[config.mk]
export PLATFORM = sky130hd
export DESIGN_NAME = uart_top
export DESIGN_NICKNAME = d
export VERILOG_FILES = /design/src/uart_pkg.sv /design/src/uart_byte_if.sv /design/src/uart_hello.sv /design/src/uart_rx.sv /design/src/uart_top.sv /design/src/uart_tx.sv
export SDC_FILE = /design/constraint.sdc
export NUM_CORES = 1
export LEC_CHECK = 0
export BUFFER_PORTS_ARGS = -buffer_cell sky130_fd_sc_hd__buf_2
export CAP_MARGIN = 15
export CELL_PAD_IN_SITES_DETAIL_PLACEMENT = 1
export CELL_PAD_IN_SITES_GLOBAL_PLACEMENT = 2
export CORE_MARGIN = 2
export CORE_UTILIZATION = 38
export DETAILED_ROUTE_END_ITERATION = 10
export GPL_ROUTABILITY_DRIVEN = 0
export GPL_TIMING_DRIVEN = 0
export PLACE_DENSITY_LB_ADDON = 0.1
export SLEW_MARGIN = 40
export SYNTH_ARGS = -nofsm -noshare
export SYNTH_HDL_FRONTEND = slang
export SYNTH_SLANG_ARGS = --single-unit
[constraint.sdc]
create_clock -name clock -period 3.2 [get_ports clock]
set_clock_uncertainty 0.2 [all_clocks]
set_input_delay 0.96 -clock clock [delete_from_list [all_inputs] [get_ports clock]]
set_output_delay 0.96 -clock clock [all_outputs]
set_load 0.03 [all_outputs]
[src/uart_pkg.sv]
package uart_pkg;

  // ****************************************
  // Serial timing
  // ****************************************
  localparam int cycles_per_bit = 3;                 // Clocks per serial bit.
  localparam int cnt_width = $clog2(cycles_per_bit); // Bit-period counter width.
  localparam logic [cnt_width-1:0] cnt_last = cnt_width'(cycles_per_bit - 1); // Last clock.
  localparam logic [cnt_width-1:0] cnt_mid = cnt_width'((cycles_per_bit - 1) / 2); // Mid-bit.

  // ****************************************
  // Message and checksum
  // ****************************************
  localparam int msg_len = 12;                       // Bytes in the message.
  localparam int idx_width = $clog2(msg_len);        // ROM index width.
  localparam int sum_width = 32;                     // Running sum width.

  // "hello world" and a newline.
  localparam logic [7:0] msg_rom [msg_len] = '{
    8'h68, 8'h65, 8'h6C, 8'h6C, 8'h6F, 8'h20,
    8'h77, 8'h6F, 8'h72, 8'h6C, 8'h64, 8'h0A
  };

  // ****************************************
  // FSM states
  // ****************************************
  typedef enum logic [1:0] {
    tx_idle, tx_start, tx_data, tx_stop
  } tx_state_t;

  typedef enum logic [1:0] {
    rx_idle, rx_start, rx_data, rx_stop
  } rx_state_t;

endpackage

[src/uart_byte_if.sv]
`timescale 1ns/1ps

// Byte handoff between message source and transmitter.
interface uart_byte_if;
  logic [7:0] data;  // Byte offered by the source.
  logic       req;   // Source has a byte.
  logic       cts;   // Transmitter takes a byte.
  logic       idle;  // Transmitter between frames.

  modport source (
    output data,
    output req,
    input  cts,
    input  idle
  );

  modport sink (
    input  data,
    input  req,
    output cts,
    output idle
  );
endinterface

[src/uart_hello.sv]
`timescale 1ns/1ps

module uart_hello (
  input  logic        clock,
  input  logic        i_arst_n,
  uart_byte_if.source bus,
  output logic        o_done
);
  import uart_pkg::*;

  logic [idx_width-1:0] idx;   // Current ROM entry.
  logic                 req;   // Registered request level.
  logic                 last;  // Index on final byte.
  logic                 accept;

  // ****************************************
  // Handshake
  // ****************************************
  assign last   = (idx == idx_width'(msg_len - 1)); // Final entry.
  assign accept = req && bus.cts;                   // Byte taken this edge.

  assign bus.data = msg_rom[idx];  // Held while req is high.
  assign bus.req  = req;

  // Walks the ROM once per reset.
  always_ff @(posedge clock or negedge i_arst_n) begin
    if (!i_arst_n) begin
      idx    <= '0;
      req    <= 1'b0;
      o_done <= 1'b0;
    end else begin
      if (accept) begin
        if (last) begin
          req    <= 1'b0;    // Message complete.
          o_done <= 1'b1;    // Sticky until reset.
        end else begin
          idx <= idx + 1'b1; // Next byte.
        end
      end else if (!o_done) begin
        req <= 1'b1;         // First clock out of reset.
      end
    end
  end

  // The index stops on the last entry, so the
  // data lines stay put after the message ends.

endmodule

[src/uart_rx.sv]
`timescale 1ns/1ps

module uart_rx (
  input  logic                           clock,
  input  logic                           i_arst_n,
  input  logic                           i_serial,
  output logic [7:0]                     o_data,
  output logic                           o_valid,
  output logic [uart_pkg::sum_width-1:0] o_sum
);
  import uart_pkg::*;

  rx_state_t            state;     // Frame FSM.
  logic [cnt_width-1:0] cnt;       // Clocks since last sample point.
  logic [2:0]           bit_idx;   // Data bit being sampled.
  logic [7:0]           shift;     // Incoming byte, filled from the top.
  logic                 bit_end;
  logic                 frame_ok;  // Good stop bit seen.

  assign bit_end  = (cnt == cnt_last);
  assign frame_ok = (state == rx_stop) && bit_end && i_serial;

  // ****************************************
  // Frame sequencing
  // ****************************************
  always_ff @(posedge clock or negedge i_arst_n) begin
    if (!i_arst_n) begin
      state   <= rx_idle;
      cnt     <= '0;
      bit_idx <= '0;
      o_valid <= 1'b0;
      o_sum   <= '0;
    end else begin
      o_valid <= 1'b0;  // Strobe lasts one cycle.
      case (state)
        rx_idle: begin
          if (!i_serial) begin
            cnt   <= cnt_width'(1);  // This edge is the first sample.
            state <= rx_start;
          end
        end
        rx_start: begin
          if (cnt >= cnt_mid) begin
            cnt     <= '0;
            bit_idx <= '0;
            state   <= i_serial ? rx_idle : rx_data;  // Reject a glitch.
          end else begin
            cnt <= cnt + 1'b1;
          end
        end
        rx_data: begin
          if (bit_end) begin
            cnt     <= '0;
            bit_idx <= bit_idx + 1'b1;
            if (bit_idx == 3'd7) state <= rx_stop;
          end else begin
            cnt <= cnt + 1'b1;
          end
        end
        rx_stop: begin
          if (bit_end) begin
            cnt   <= '0;
            state <= rx_idle;  // Bad stop drops the frame.
            if (i_serial) begin
              o_valid <= 1'b1;
              o_sum   <= o_sum + sum_width'(shift);
            end
          end else begin
            cnt <= cnt + 1'b1;
          end
        end
        default: state <= rx_idle;
      endcase
    end
  end

  // Mid-bit samples and the output buffer.
  always_ff @(posedge clock) begin
    if ((state == rx_data) && bit_end) shift <= {i_serial, shift[7:1]};
    if (frame_ok) o_data <= shift;  // Same edge as the strobe.
  end

endmodule

[src/uart_top.sv]
`timescale 1ns/1ps

module uart_top (
  input  logic                           clock,
  input  logic                           i_arst_n,
  output logic                           o_serial,
  output logic [7:0]                     o_data,
  output logic                           o_valid,
  output logic                           o_done,
  output logic [uart_pkg::sum_width-1:0] o_sum
);

  // ****************************************
  // Source to transmitter
  // ****************************************
  uart_byte_if byte_bus ();  // Byte handoff.

  logic hello_done;          // Whole message accepted.

  uart_hello hello_inst (
    .clock    (clock),
    .i_arst_n (i_arst_n),
    .bus      (byte_bus),
    .o_done   (hello_done)
  );

  uart_tx tx_inst (
    .clock    (clock),
    .i_arst_n (i_arst_n),
    .bus      (byte_bus),
    .o_serial (o_serial)     // Also the loopback line.
  );

  // ****************************************
  // Loopback receiver
  // ****************************************
  uart_rx rx_inst (
    .clock    (clock),
    .i_arst_n (i_arst_n),
    .i_serial (o_serial),
    .o_data   (o_data),
    .o_valid  (o_valid),
    .o_sum    (o_sum)
  );

  assign o_done = hello_done & byte_bus.idle;  // Last frame fully out.

endmodule

[src/uart_tx.sv]
`timescale 1ns/1ps

module uart_tx (
  input  logic      clock,
  input  logic      i_arst_n,
  uart_byte_if.sink bus,
  output logic      o_serial
);
  import uart_pkg::*;

  tx_state_t            state;    // Frame FSM.
  logic [cnt_width-1:0] cnt;      // Clocks into current bit.
  logic [2:0]           bit_idx;  // Data bit being sent.
  logic [7:0]           shift;    // Outgoing byte, LSB at bit 0.
  logic                 accept;
  logic                 bit_end;

  assign accept  = bus.req && bus.cts;   // Handshake edge.
  assign bit_end = (cnt == cnt_last);    // Last clock of a bit.

  assign bus.cts  = (state == tx_idle);  // Ready only between frames.
  assign bus.idle = (state == tx_idle);

  // ****************************************
  // Frame sequencing
  // ****************************************
  always_ff @(posedge clock or negedge i_arst_n) begin
    if (!i_arst_n) begin
      state   <= tx_idle;
      cnt     <= '0;
      bit_idx <= '0;
    end else begin
      case (state)
        tx_idle: begin
          cnt     <= '0;
          bit_idx <= '0;
          if (accept) state <= tx_start;  // Byte latched below.
        end
        tx_start: begin
          if (bit_end) begin
            cnt   <= '0;
            state <= tx_data;
          end else begin
            cnt <= cnt + 1'b1;
          end
        end
        tx_data: begin
          if (bit_end) begin
            cnt     <= '0;
            bit_idx <= bit_idx + 1'b1;
            if (bit_idx == 3'd7) state <= tx_stop;  // Eighth bit done.
          end else begin
            cnt <= cnt + 1'b1;
          end
        end
        tx_stop: begin
          if (bit_end) begin
            cnt   <= '0;
            state <= tx_idle;  // cts returns here.
          end else begin
            cnt <= cnt + 1'b1;
          end
        end
        default: state <= tx_idle;
      endcase
    end
  end

  // Payload shift register.
  always_ff @(posedge clock) begin
    if (accept) begin
      shift <= bus.data;
    end else if ((state == tx_data) && bit_end) begin
      shift <= {1'b0, shift[7:1]};  // Next bit to LSB.
    end
  end

  // ****************************************
  // Line driver
  // ****************************************
  always_comb begin
    case (state)
      tx_start: o_serial = 1'b0;      // Start bit.
      tx_data:  o_serial = shift[0];  // LSB first.
      default:  o_serial = 1'b1;      // Idle and stop are mark.
    endcase
  end

endmodule
Word-level counts from Yosys, hierarchy flattened
Memory sizes are Yosys's and may differ from the RTL's.
Cells that the tools add are included.
{"block": "totals", "reg_bits": 77, "rom_bits": 128, "inputBits": 2, "out_inout_bits": 43, "elab_cells": 103, "memories": 1}
{"block": "classes", "add_sub_neg": 6, "order_cmp": 2, "n_eq_ne": 23, "n_mux": 34, "bitwise": 3, "reduce_logical": 20}
{"memory": "(no name shown)", "words": 16, "word_bits": 8, "read_ports": 1, "rd_clocked_by_memory_dff": 0, "write_ports": 0, "line_no": "uart_hello.sv:22", "source": "assign bus.data = msg_rom[idx];"}
{"cell": "$add A32 B8 Y32", "n": 1}
{"cell": "$mux W8", "n": 4}
{"cell": "$mux W2", "n": 14}
{"cell": "$ne A2 B1 Y1 const B", "n": 10}
{"cell": "$pmux W2 S4", "n": 2}
{"cell": "$eq A2 B2 Y1 const B", "n": 6}
{"cell": "$pmux W3 S2", "n": 2}
{"cell": "$reduce_and A5 Y1", "n": 2}
{"cell": "$mux W3", "n": 3}
{"cell": "$reduce_and A2 Y1", "n": 4}
{"cell": "$add A3 B1 Y3 const B", "n": 2}
{"cell": "$eq A3 B3 Y1 const B", "n": 2}
{"cell": "$mux W1", "n": 6}
{"cell": "$pmux W2 S3", "n": 1}
{"cell": "$reduce_and A3 Y1", "n": 2}
{"cell": "$reduce_bool A2 Y1", "n": 3}
{"cell": "$ge A5 B5 Y1 const B", "n": 1}
{"cell": "$logic_and A1 B1 Y1", "n": 5}
{"cell": "$not A4 Y5", "n": 1}
{"cell": "$add A2 B1 Y2 const B", "n": 2}
{"cell": "$add A4 B1 Y4 const B", "n": 1}
{"cell": "$eq A2 B1 Y1 const B", "n": 2}
{"cell": "$eq A4 B4 Y1 const B", "n": 1}
{"cell": "$logic_not A2 Y1", "n": 2}
{"cell": "other kinds (8)", "n": 9}

Longest topological paths before layout
Gate-level depths: netlist of run 1.
{"block": "depth", "word_depth": 5, "ltp_mapped": 9, "mapped_depth_nobuf": 8}

Modules after synthesis
Synthesis of run 1 repeated with hierarchy kept, for this count alone.
{"block": "hier_totals", "cells_unflattened": 352, "hier_area_um2": 3992.6}
{"module": "uart_rx", "n_inst": 1, "cells_per_inst": 241, "area_per_inst_um2": 2697.6, "seq_area_each_um2": 1481.4}
{"module": "uart_tx", "n_inst": 1, "cells_per_inst": 59, "area_per_inst_um2": 820.8, "seq_area_each_um2": 415.4}
{"module": "uart_hello", "n_inst": 1, "cells_per_inst": 51, "area_per_inst_um2": 467.9, "seq_area_each_um2": 150.1}
{"module": "uart_top", "n_inst": 1, "cells_per_inst": 1, "area_per_inst_um2": 6.3, "seq_area_each_um2": 0.0}

Least setup slack after synthesis of run 1
OpenSTA, ideal clock, no wires.
{"block": "synth_timing", "kind": "flip-flop to flip-flop", "start": "reg rx_inst.o_sum[0] (netlist name)", "end": "reg rx_inst.o_sum[28] (netlist name)", "setup_time_ns": 0.134, "arrival_ns": 2.398, "slack_ns": 0.468, "path_stages_with_launch": 10, "path_buffers": 1, "period_less_slack_ns": 2.732, "cell_sequence": "dfrtp_1 ha_1 inv_1 fa_1 nand2b_1 a211o_1 a311oi_2 buf_6 nand4_4 xnor2_2"}
{"block": "synth_between", "elab_chain_len": 1}
{"item": "start, declared", "line_no": "uart_rx.sv:9", "source": "output logic [uart_pkg::sum_width-1:0] o_sum"}
{"item": "start signal, assigned", "line_no": "uart_rx.sv:66", "source": "o_sum <= o_sum + sum_width'(shift);"}
{"item": "$add A32 B8 Y32", "line_no": "uart_rx.sv:66"}
No other way between the ends.
A chain may end at the register's enable or synchronous reset.

Worst setup path after layout of run 1
{"block": "layout_timing", "start": "reg tx_inst.state[0]", "end": "out o_serial"}
{"block": "layout_between", "elab_chain_len": 2, "word_cells_on_any_way": 3}
{"item": "start, declared", "line_no": "uart_tx.sv:11", "source": "tx_state_t state;"}
{"item": "start signal, assigned", "line_no": "uart_tx.sv:29", "source": "state <= tx_idle;"}
{"item": "start signal, assigned", "line_no": "uart_tx.sv:37", "source": "if (accept) state <= tx_start;"}
{"item": "start signal, assigned", "line_no": "uart_tx.sv:42", "source": "state <= tx_data;"}
{"item": "$eq A2 B2 Y1 or $eq A2 B1 Y1 (tied branches)", "line_no": "uart_tx.sv:82", "source": "case (state)"}
{"item": "$pmux W1 S2 *", "line_no": "uart_tx.sv:82"}
{"item": "end, declared", "line_no": "uart_top.sv:6", "source": "output logic o_serial,"}
Mark *: on every way between the ends. The rest lies on a longest branch, timed or not.

==> impl_metrics.toml, run 1 <==
[synthesis]
netlist_top_cells_count = "dfrtp_1, nand2_1, ha_1, o21ai_0, edfxtp_1"
synth_top_family_by_area = "simple AND/OR/NAND/NOR gates"
synth-simple-area-share = 0.167
avgSynthCellArea_um2 = 11.0
muxShareOfSynthArea = 0.0140
synthArstFlopShare = 0.697
synth_edf_count = 23
netlist_top_cells_area = "dfrtp_1, edfxtp_1, ha_1"
synth_compound_gate_area_share = 0.100
synthFlopType = "dfrtp_1"
yosysSeqAreaShare = 0.512
ys_warn_count = 0
synth_fp_nets = 394
synthAdderAreaFrac = 0.107
synth.most_common_cell = "dfrtp_1"
synthCells = 359
synth_top_area_share = 0.336
synth.distinct_cells = 51
syn-cell-area_um2 = 3940
synth_top_area_cell = "dfrtp_1"
ys_seq_elements = 76
synthXorXnorAreaFrac = 0.0708

[cts]
cts_hold_buf = 0
cts-root-buf = "clkbuf_8"
worstSkewPairLatency_ns = 0.36
cts.path.max_buffers = 2
ctsResizeCount = 0
cts_tree = "done"
post_cts_buffers = 0
clkTransAtPathRegs_ns = 0.08
cts_buffers = 9
cts.sinks = 76
htreeDepth = 3

[grt]
grt_antenna_before_repair = 0
grt_max_degree = 54
grt_pass1_wl_um = 14500
gr-usage-all-layers = 0.165
overflow = 0
grt_pass1_vias = 2954

[setup_path]
end_kind = "output pin"
slowest_delay_ns = 0.41
cp-startpoint = "tx_inst.state[0]"
r2r-start = "rx_inst.o_sum[0]"
cp-start-kind = "flip-flop"
crit_chain = "inv_1, ha_1, nor2_1, or2_2, buf_2"
reg2reg_depth = 9
required_ns = 2.04
worst-path-buf-inv = 2
critPathSlowestCell = "dfrtp_1"
critPathKind = "reg2out"
cp_max_fo = 8
cp.depth = 5
arrival_ns = 1.86
cp_top_family = "simple AND/OR/NAND/NOR gates"

[die]
core_area_um2 = 10200
io_pins = 45
dieWidth_um = 106
dieArea_um2 = 11200
die_h_um = 106
start_util = 0.387
fp-row-count = 37

[drt]
routed-wl-met3_um = 278
drc = 0
dr_wl_met2_um = 4180
postRouteAntennaNets = 0
drt-pass1-iter-count = 4
wl_per_cell_um = 15.3
met1_length_um = 3860
first_iter_violations = 84
vias_per_cell = 5.03
wirelength_um = 8480
highest_layer = "met4"
vias = 2790

[placed_design]
post_dp_cell_area_um2 = 4340
hpwl_um = 6130
io_buffers = 44

[power_and_ir_drop]
p_per_area_nw_per_um2 = 385
p_leak_nw = 2.16
ir_drop_v = 0.000164
p_seq_frac = 0.571
netSwitchingFraction = 0.224
p_sw_uw = 391
p_comb_frac = 0.008
clock_power_share = 0.421
internal-power_mw = 1.35

[timing]
slew-limit-headroom = 0.521
setup-violations-final = 0
max_freq_mhz = 331
fin_crit_sh = 0.945
worst_slew_pin_slew_ns = 0.719
slew_viol_final = 0
hold_viol = 0
tns_ns = 0
grt_setup_unrepaired = "no"
period_needed_ns = 3.02

[layout]
stdcell_area_um2 = 4530
area_growth_pct = 14.8
layout-drive-gt1-share = 0.203
antenna_cells = 0
fin_nets = 449
fillCellCount = 1161

[worst_hold_path]
whs_path_depth = 1
min_from = "tx_inst.cnt[0]"
hp-class = "reg2reg"

[run]
drv_cap = 0

[status]
status = "finished, final reports clean"
## cell usage in the layout (no fill, tap or decap), drive strengths merged, types with 2 or more instances in the layout
master     n
nor3b      2
a211oi     4
or2        2
nand3     16
nor2      20
inv       22
nand2b     4
o21ai     29
nor3       6
and3       6
nand4      7
nor4       8
clkinv     3
ha        32
clkinvlp   2
a21o       3
dfrtp     53
o31ai      2
a22o       3
buf       47
edfxtp    23
mux2       4
and2       5
nor2b      4
xnor2     13
xor2      18
clkbuf    14
a21oi     11
nand2     41
## sequential cells by signal, indices dropped and copies added (netlist names), 2 cells and up, named ones only
signal	cells
rx_inst.cnt	2
rx_inst.shift	8
tx_inst.state	2
tx_inst.bit_idx	3
rx_inst.bit_idx	3
rx_inst.o_sum	32
hello_inst.idx	4
rx_inst.o_data	8
tx_inst.cnt	2
tx_inst.shift	7
## per-stage QoR
step / utilization / cells / worst slack, ns / total power [mW] / hold WS [ns]
floorplan: - / 359 / 0.468 / 1.02 / 0.216
CTS: 0.444 / 555 / 0.115 / 1.77 / 0.254
detailed placement: 0.426 / 539 / 0.376 / 1.03 / 0.241
global route: 0.444 / 555 / 0.0401 / 1.81 / 0.279
global placement: 0.425 / 539 / 0.412 / 1.03 / 0.228
finish: 0.444 / 555 / 0.178 / 1.74 / 0.249
## kinds of logic after synthesis
group | Yosys count
AOI/OAI and AO/OA | 62
buffers and inverters | 29
and+or+nand+nor | 123
xor gates and xnor gates | 31
DFF | 76
adders and majority gates | 33
muxes | 5
## path summary, 6_finish.rpt
check | endpoint | slack, ns
max in group asynchronous | hello_inst.idx[0] | 1.87
worst max-delay path | o_serial | 0.18
worst max register to register | rx_inst.o_sum[28] | 0.42
min in group asynchronous | rx_inst.o_sum[0] | 0.44
worst min-delay path | tx_inst.cnt[0] | 0.25
worst min register to register | tx_inst.cnt[0] | 0.25
## layout make-up
cell class	count	area (um^2)	share of cell area
Sequential cell	76	2020	0.446
Timing Repair Buffer	44	223	0.0492
Buffer	8	40.0	0.00885
Tap cell	136	170	0.0376
Clock buffer	9	124	0.0274
Multi-Input combinational cell	254	1810	0.399
Clock inverter	7	66.3	0.0147
Inverter	21	78.8	0.0174
## power groups by stage
stage          combinational [mW]  sequential (mW)  clock, mW
5_1_grt                    0.0170            0.995      0.799
3_3_place_gp               0.0156             1.02          0
2_1_floorplan         0.000000950             1.02          0
3_5_place_dp               0.0161             1.02          0
6_report                   0.0142            0.995      0.733
4_1_cts                    0.0161            0.995      0.760
## worst register-to-register path, delay by kind of cell (launching register included)
family / cells / cell delay [ns]
xor gates and xnor gates: 1 / 0.15
adders and majority gates: 2 / 0.61
DFF: 1 / 0.38
AOI/OAI and AO/OA: 2 / 0.69
buffers and inverters: 2 / 0.31
and+or+nand+nor: 2 / 0.33
## per-layer routing
| layer | vias up | GRT usage |
|---|---|---|
| li1 | 1362 | - |
| met1 | 1379 | 0.206 |
| met2 | 37 | 0.277 |
| met3 | 12 | 0.0359 |
| met4 | 0 | 0.0686 |
| met5 | - | 0 |
Power figures use the tool's default switching activity.
==> run 2: changes to the inputs <==
Settings changed: CAP_MARGIN 15 to 10, PLACE_DENSITY_LB_ADDON 0.1 to 0.15.
==> impl_metrics.toml, run 2 (synthesis gave the netlist of run 1 again) <==
[status]
status = "finished, final reports clean"

[power_and_ir_drop]
p_leak_nw = 2.15
p_per_area_nw_per_um2 = 360
ir_drop_v = 0.000124
total_power_mw = 1.62

[layout]
top_regs = "rx_inst.o_sum: 32 flops, rx_inst.o_data: 8 flops, rx_inst.shift: 8 flops"
layout_common_cells = "dfrtp_1, buf_2, nand2_1"
stdcell_area_um2 = 4490
fillCellCount = 1160
layout.cells.non_filler = 555
antenna_cells = 0
area_growth_pct = 13.8
fin_nets = 449
layout-drive-gt1-share = 0.193
largest_reg_flops = 32
top_register = "rx_inst.o_sum"
final_common_cell = "dfrtp_1"

[grt]
grt_max_degree = 54
overflow = 0
grt_pass1_wl_um = 14600
grt_pass1_vias = 2953
gr-usage-all-layers = 0.166
grt_antenna_before_repair = 0

[timing]
period_needed_ns = 3.01
fin_crit_sh = 0.940
slew_viol_final = 0
grt_setup_unrepaired = "no"
hold_viol = 0
worst_slew_pin_slew_ns = 0.732
tns_ns = 0
setup-violations-final = 0
slew-limit-headroom = 0.512
holdWs_ns = 0.248
max_freq_mhz = 333

[cts]
htreeDepth = 3
cts_buffers = 9
cts.sinks = 76
cts_hold_buf = 0
cts_tree = "done"
clkTransAtPathRegs_ns = 0.07
post_cts_buffers = 0
ctsResizeCount = 0
cts-root-buf = "clkbuf_8"
cts.path.max_buffers = 2
worstSkewPairLatency_ns = 0.34

[drt]
vias = 2803
wl_per_cell_um = 15.5
vias_per_cell = 5.05
first_iter_violations = 55
drt-pass1-iter-count = 4
wirelength_um = 8610
drc = 0
postRouteAntennaNets = 0

[worst_hold_path]
whs_path_depth = 1
min_from = "tx_inst.cnt[0]"
hp-class = "reg2reg"
hold_end = "tx_inst.cnt[0]"

[setup_path]
critPathKind = "reg2out"
cp-start-kind = "flip-flop"
r2r_slack_ns = 0.37
r2r-start = "rx_inst.o_sum[0]"
end_kind = "output pin"
cp-startpoint = "tx_inst.state[0]"
arrival_ns = 1.85
timing.rr.end = "rx_inst.o_sum[28]"
reg2reg_depth = 9
required_ns = 2.04
cp_max_fo = 8

[die]
io_pins = 45
fp-row-count = 37
core_area_um2 = 10200
dieArea_um2 = 11200
start_util = 0.387
die_h_um = 106
dieWidth_um = 106

[placed_design]
io_buffers = 44
post_dp_cell_area_um2 = 4340
hpwl_um = 6090
placed_cells = 539

[run]
drv_cap = 0
-- run 2: cell type report --
class                      count  area, um^2  share of cell area
inverter                      21        78.8              0.0176
buffer                         8        40.0             0.00892
timing repair buffer          44         223              0.0496
tap                          136         170              0.0379
multi-input combinational    254        1810               0.403
clock buffer                  12         135              0.0301
sequential                    76        2020               0.450
clock inverter                 4        16.3             0.00363
-- run 2: worst max-delay path by stage --
stage          slack [ns]           endpoint  cells after the start
6_report             0.19           o_serial                      5
3_3_place_gp         0.41  rx_inst.o_sum[28]                      9
2_1_floorplan        0.47  rx_inst.o_sum[28]                      9
4_1_cts              0.15           o_serial                      5
3_5_place_dp         0.36  rx_inst.o_sum[28]                      9
5_1_grt              0.06           o_serial                      5
-- run 2: report_power, final --
group	switching, mW	leakage, nW	internal (mW)
sequential	0	0.903	0.995
clock	0.333	0.0769	0.274
combinational	0.0138	1.17	0.000765
total	0.346	2.15	1.27
-- run 2: metrics by stage --
stage / setup WS, ns / util
2_1_floorplan: 0.468 / -
3_3_place_gp: 0.414 / 0.425
3_5_place_dp: 0.361 / 0.426
4_1_cts: 0.145 / 0.441
5_1_grt: 0.0584 / 0.441
6_report: 0.194 / 0.441
-- run 2: layer usage --
metal	up-vias	global-route usage	wire [um]
met4	0	0.0648	125
met2	35	0.274	4150
li1	1365	-	-
met1	1392	0.219	4120
met5	-	0	0
met3	11	0.0278	219
-- run 2: critical path: stages (launching register included) --
cell and delay, ns:
dfrtp_1 0.40, inv_1 0.11, ha_1 0.31, nor2_1 0.14
or2_2 0.36, buf_2 0.19
==> run 3: changes to the inputs <==
==> constraint.sdc (replaced) <==
create_clock -name clock -period 3.2 [get_ports clock]
set_clock_uncertainty 0.2 [all_clocks]
set_input_delay 0 -clock clock [delete_from_list [all_inputs] [get_ports clock]]
set_output_delay 0 -clock clock [all_outputs]
set_load 0.03 [all_outputs]
==> impl_metrics.toml, run 3 (synthesis gave the netlist of run 1 again) <==
[setup_path]
required_ns = 3.23
r2r-start = "rx_inst.o_sum[0]"
arrival_ns = 2.86
cp-start-kind = "flip-flop"
r2r_slack_ns = 0.37
cp_max_fo = 10
end_kind = "flip-flop"
cp-startpoint = "rx_inst.o_sum[0]"
critPathKind = "reg2reg"

[layout]
largest_reg_flops = 32
multi_input_area_um2 = 1810
final_common_cell = "dfrtp_1"
regArea_um2 = 2020
stdcell_area_um2 = 4500
area_growth_pct = 14.1
fin_nets = 450
layout_common_cells = "dfrtp_1, buf_2, nand2_1"
layout-drive-gt1-share = 0.193
fillCellCount = 1159
antenna_cells = 0
top_regs = "rx_inst.o_sum: 32 flops, rx_inst.o_data: 8 flops, rx_inst.shift: 8 flops"
top_register = "rx_inst.o_sum"

[cts]
cts.path.max_buffers = 2
cts_hold_buf = 1
cts_tree = "done"
worstSkewPairLatency_ns = 0.34
ctsResizeCount = 0
cts-root-buf = "clkbuf_8"
post_cts_buffers = 0
clkTransAtPathRegs_ns = 0.08
htreeDepth = 3
cts_buffers = 9
cts.sinks = 76

[drt]
drt-pass1-iter-count = 4
vias = 2809
vias_per_cell = 5.05
drc = 0
first_iter_violations = 50
postRouteAntennaNets = 0
wirelength_um = 8620
wl_per_cell_um = 15.5

[timing]
max_freq_mhz = 354
grt_setup_unrepaired = "no"
worst_slew_pin_slew_ns = 0.735
period_needed_ns = 2.83
tns_ns = 0
fin_crit_sh = 0.884
setup-violations-final = 0
slew-limit-headroom = 0.510
slew_viol_final = 0
hold_viol = 0

[grt]
grt_pass1_wl_um = 14600
overflow = 0
gr-usage-all-layers = 0.166
grt_max_degree = 54
grt_pass1_vias = 2956
grt_antenna_before_repair = 0

[status]
status = "finished, final reports clean"

[die]
io_pins = 45
dieArea_um2 = 11200
die_h_um = 106
dieWidth_um = 106
fp-row-count = 37
core_area_um2 = 10200
start_util = 0.387

[power_and_ir_drop]
p_per_area_nw_per_um2 = 360
ir_drop_v = 0.000124
p_leak_nw = 2.15
total_power_mw = 1.62

[worst_hold_path]
hp-class = "in2async"

[placed_design]
io_buffers = 44
post_dp_cell_area_um2 = 4340
hpwl_um = 6090

[run]
drv_cap = 0
## run 3: layer usage
metal | routed length, um | up-vias | GRT usage | part of all wire
li1 | - | 1367 | - | -
met1 | 4120 | 1396 | 0.219 | 0.48
met2 | 4160 | 35 | 0.274 | 0.48
met3 | 221 | 11 | 0.0284 | 0.026
met4 | 125 | 0 | 0.0648 | 0.014
met5 | 0 | - | 0 | 0
## run 3: area by class of cell
class	instances	area share
Buffer	8	0.00890
Clock buffer	12	0.0301
Clock inverter	4	0.00362
Inverter	21	0.0175
Multi-Input combinational cell	254	0.402
Sequential cell	76	0.449
Tap cell	136	0.0378
Timing Repair Buffer	45	0.0518
## run 3: path summary, 6_finish.rpt
| kind | endpoint | depth (start not counted) |
|---|---|---|
| setup / recovery | rx_inst.o_sum[28] | 9 |
| hold / removal | rx_inst.o_sum[4] | 2 |
| setup reg to reg | rx_inst.o_sum[28] | 9 |
| hold reg to reg | tx_inst.cnt[0] | 1 |
| max in group asynchronous | rx_inst.o_sum[6] | 2 |
| min in group clock | tx_inst.cnt[0] | 1 |
## run 3: report_power, final
group,leakage [nW],switching (mW),internal (mW)
registers,0.903,0,0.995
logic,1.17,0.0140,0.00159
clock network,0.0769,0.333,0.274
total,2.15,0.347,1.27
## run 3: metrics by stage
stage / setup WS, ns / hold WS [ns] / utilization / cells
floorplan: 0.468 / -0.496 / - / 359
global placement: 0.414 / 0.162 / 0.425 / 539
detailed placement: 0.361 / -0.0796 / 0.426 / 539
CTS: 0.351 / 0.0939 / 0.442 / 556
global route: 0.247 / 0.114 / 0.442 / 556
finish: 0.372 / 0.0704 / 0.442 / 556
## run 3: worst max-delay path, cell delays in order (launching register included)
cell      delay (ns)
dfrtp_1         0.37
ha_1            0.22
inv_1           0.07
fa_1            0.41
nand2b_1        0.21
a211o_1         0.29
a311oi_2        0.43
buf_6           0.24
nand4_4         0.12
xnor2_2         0.15
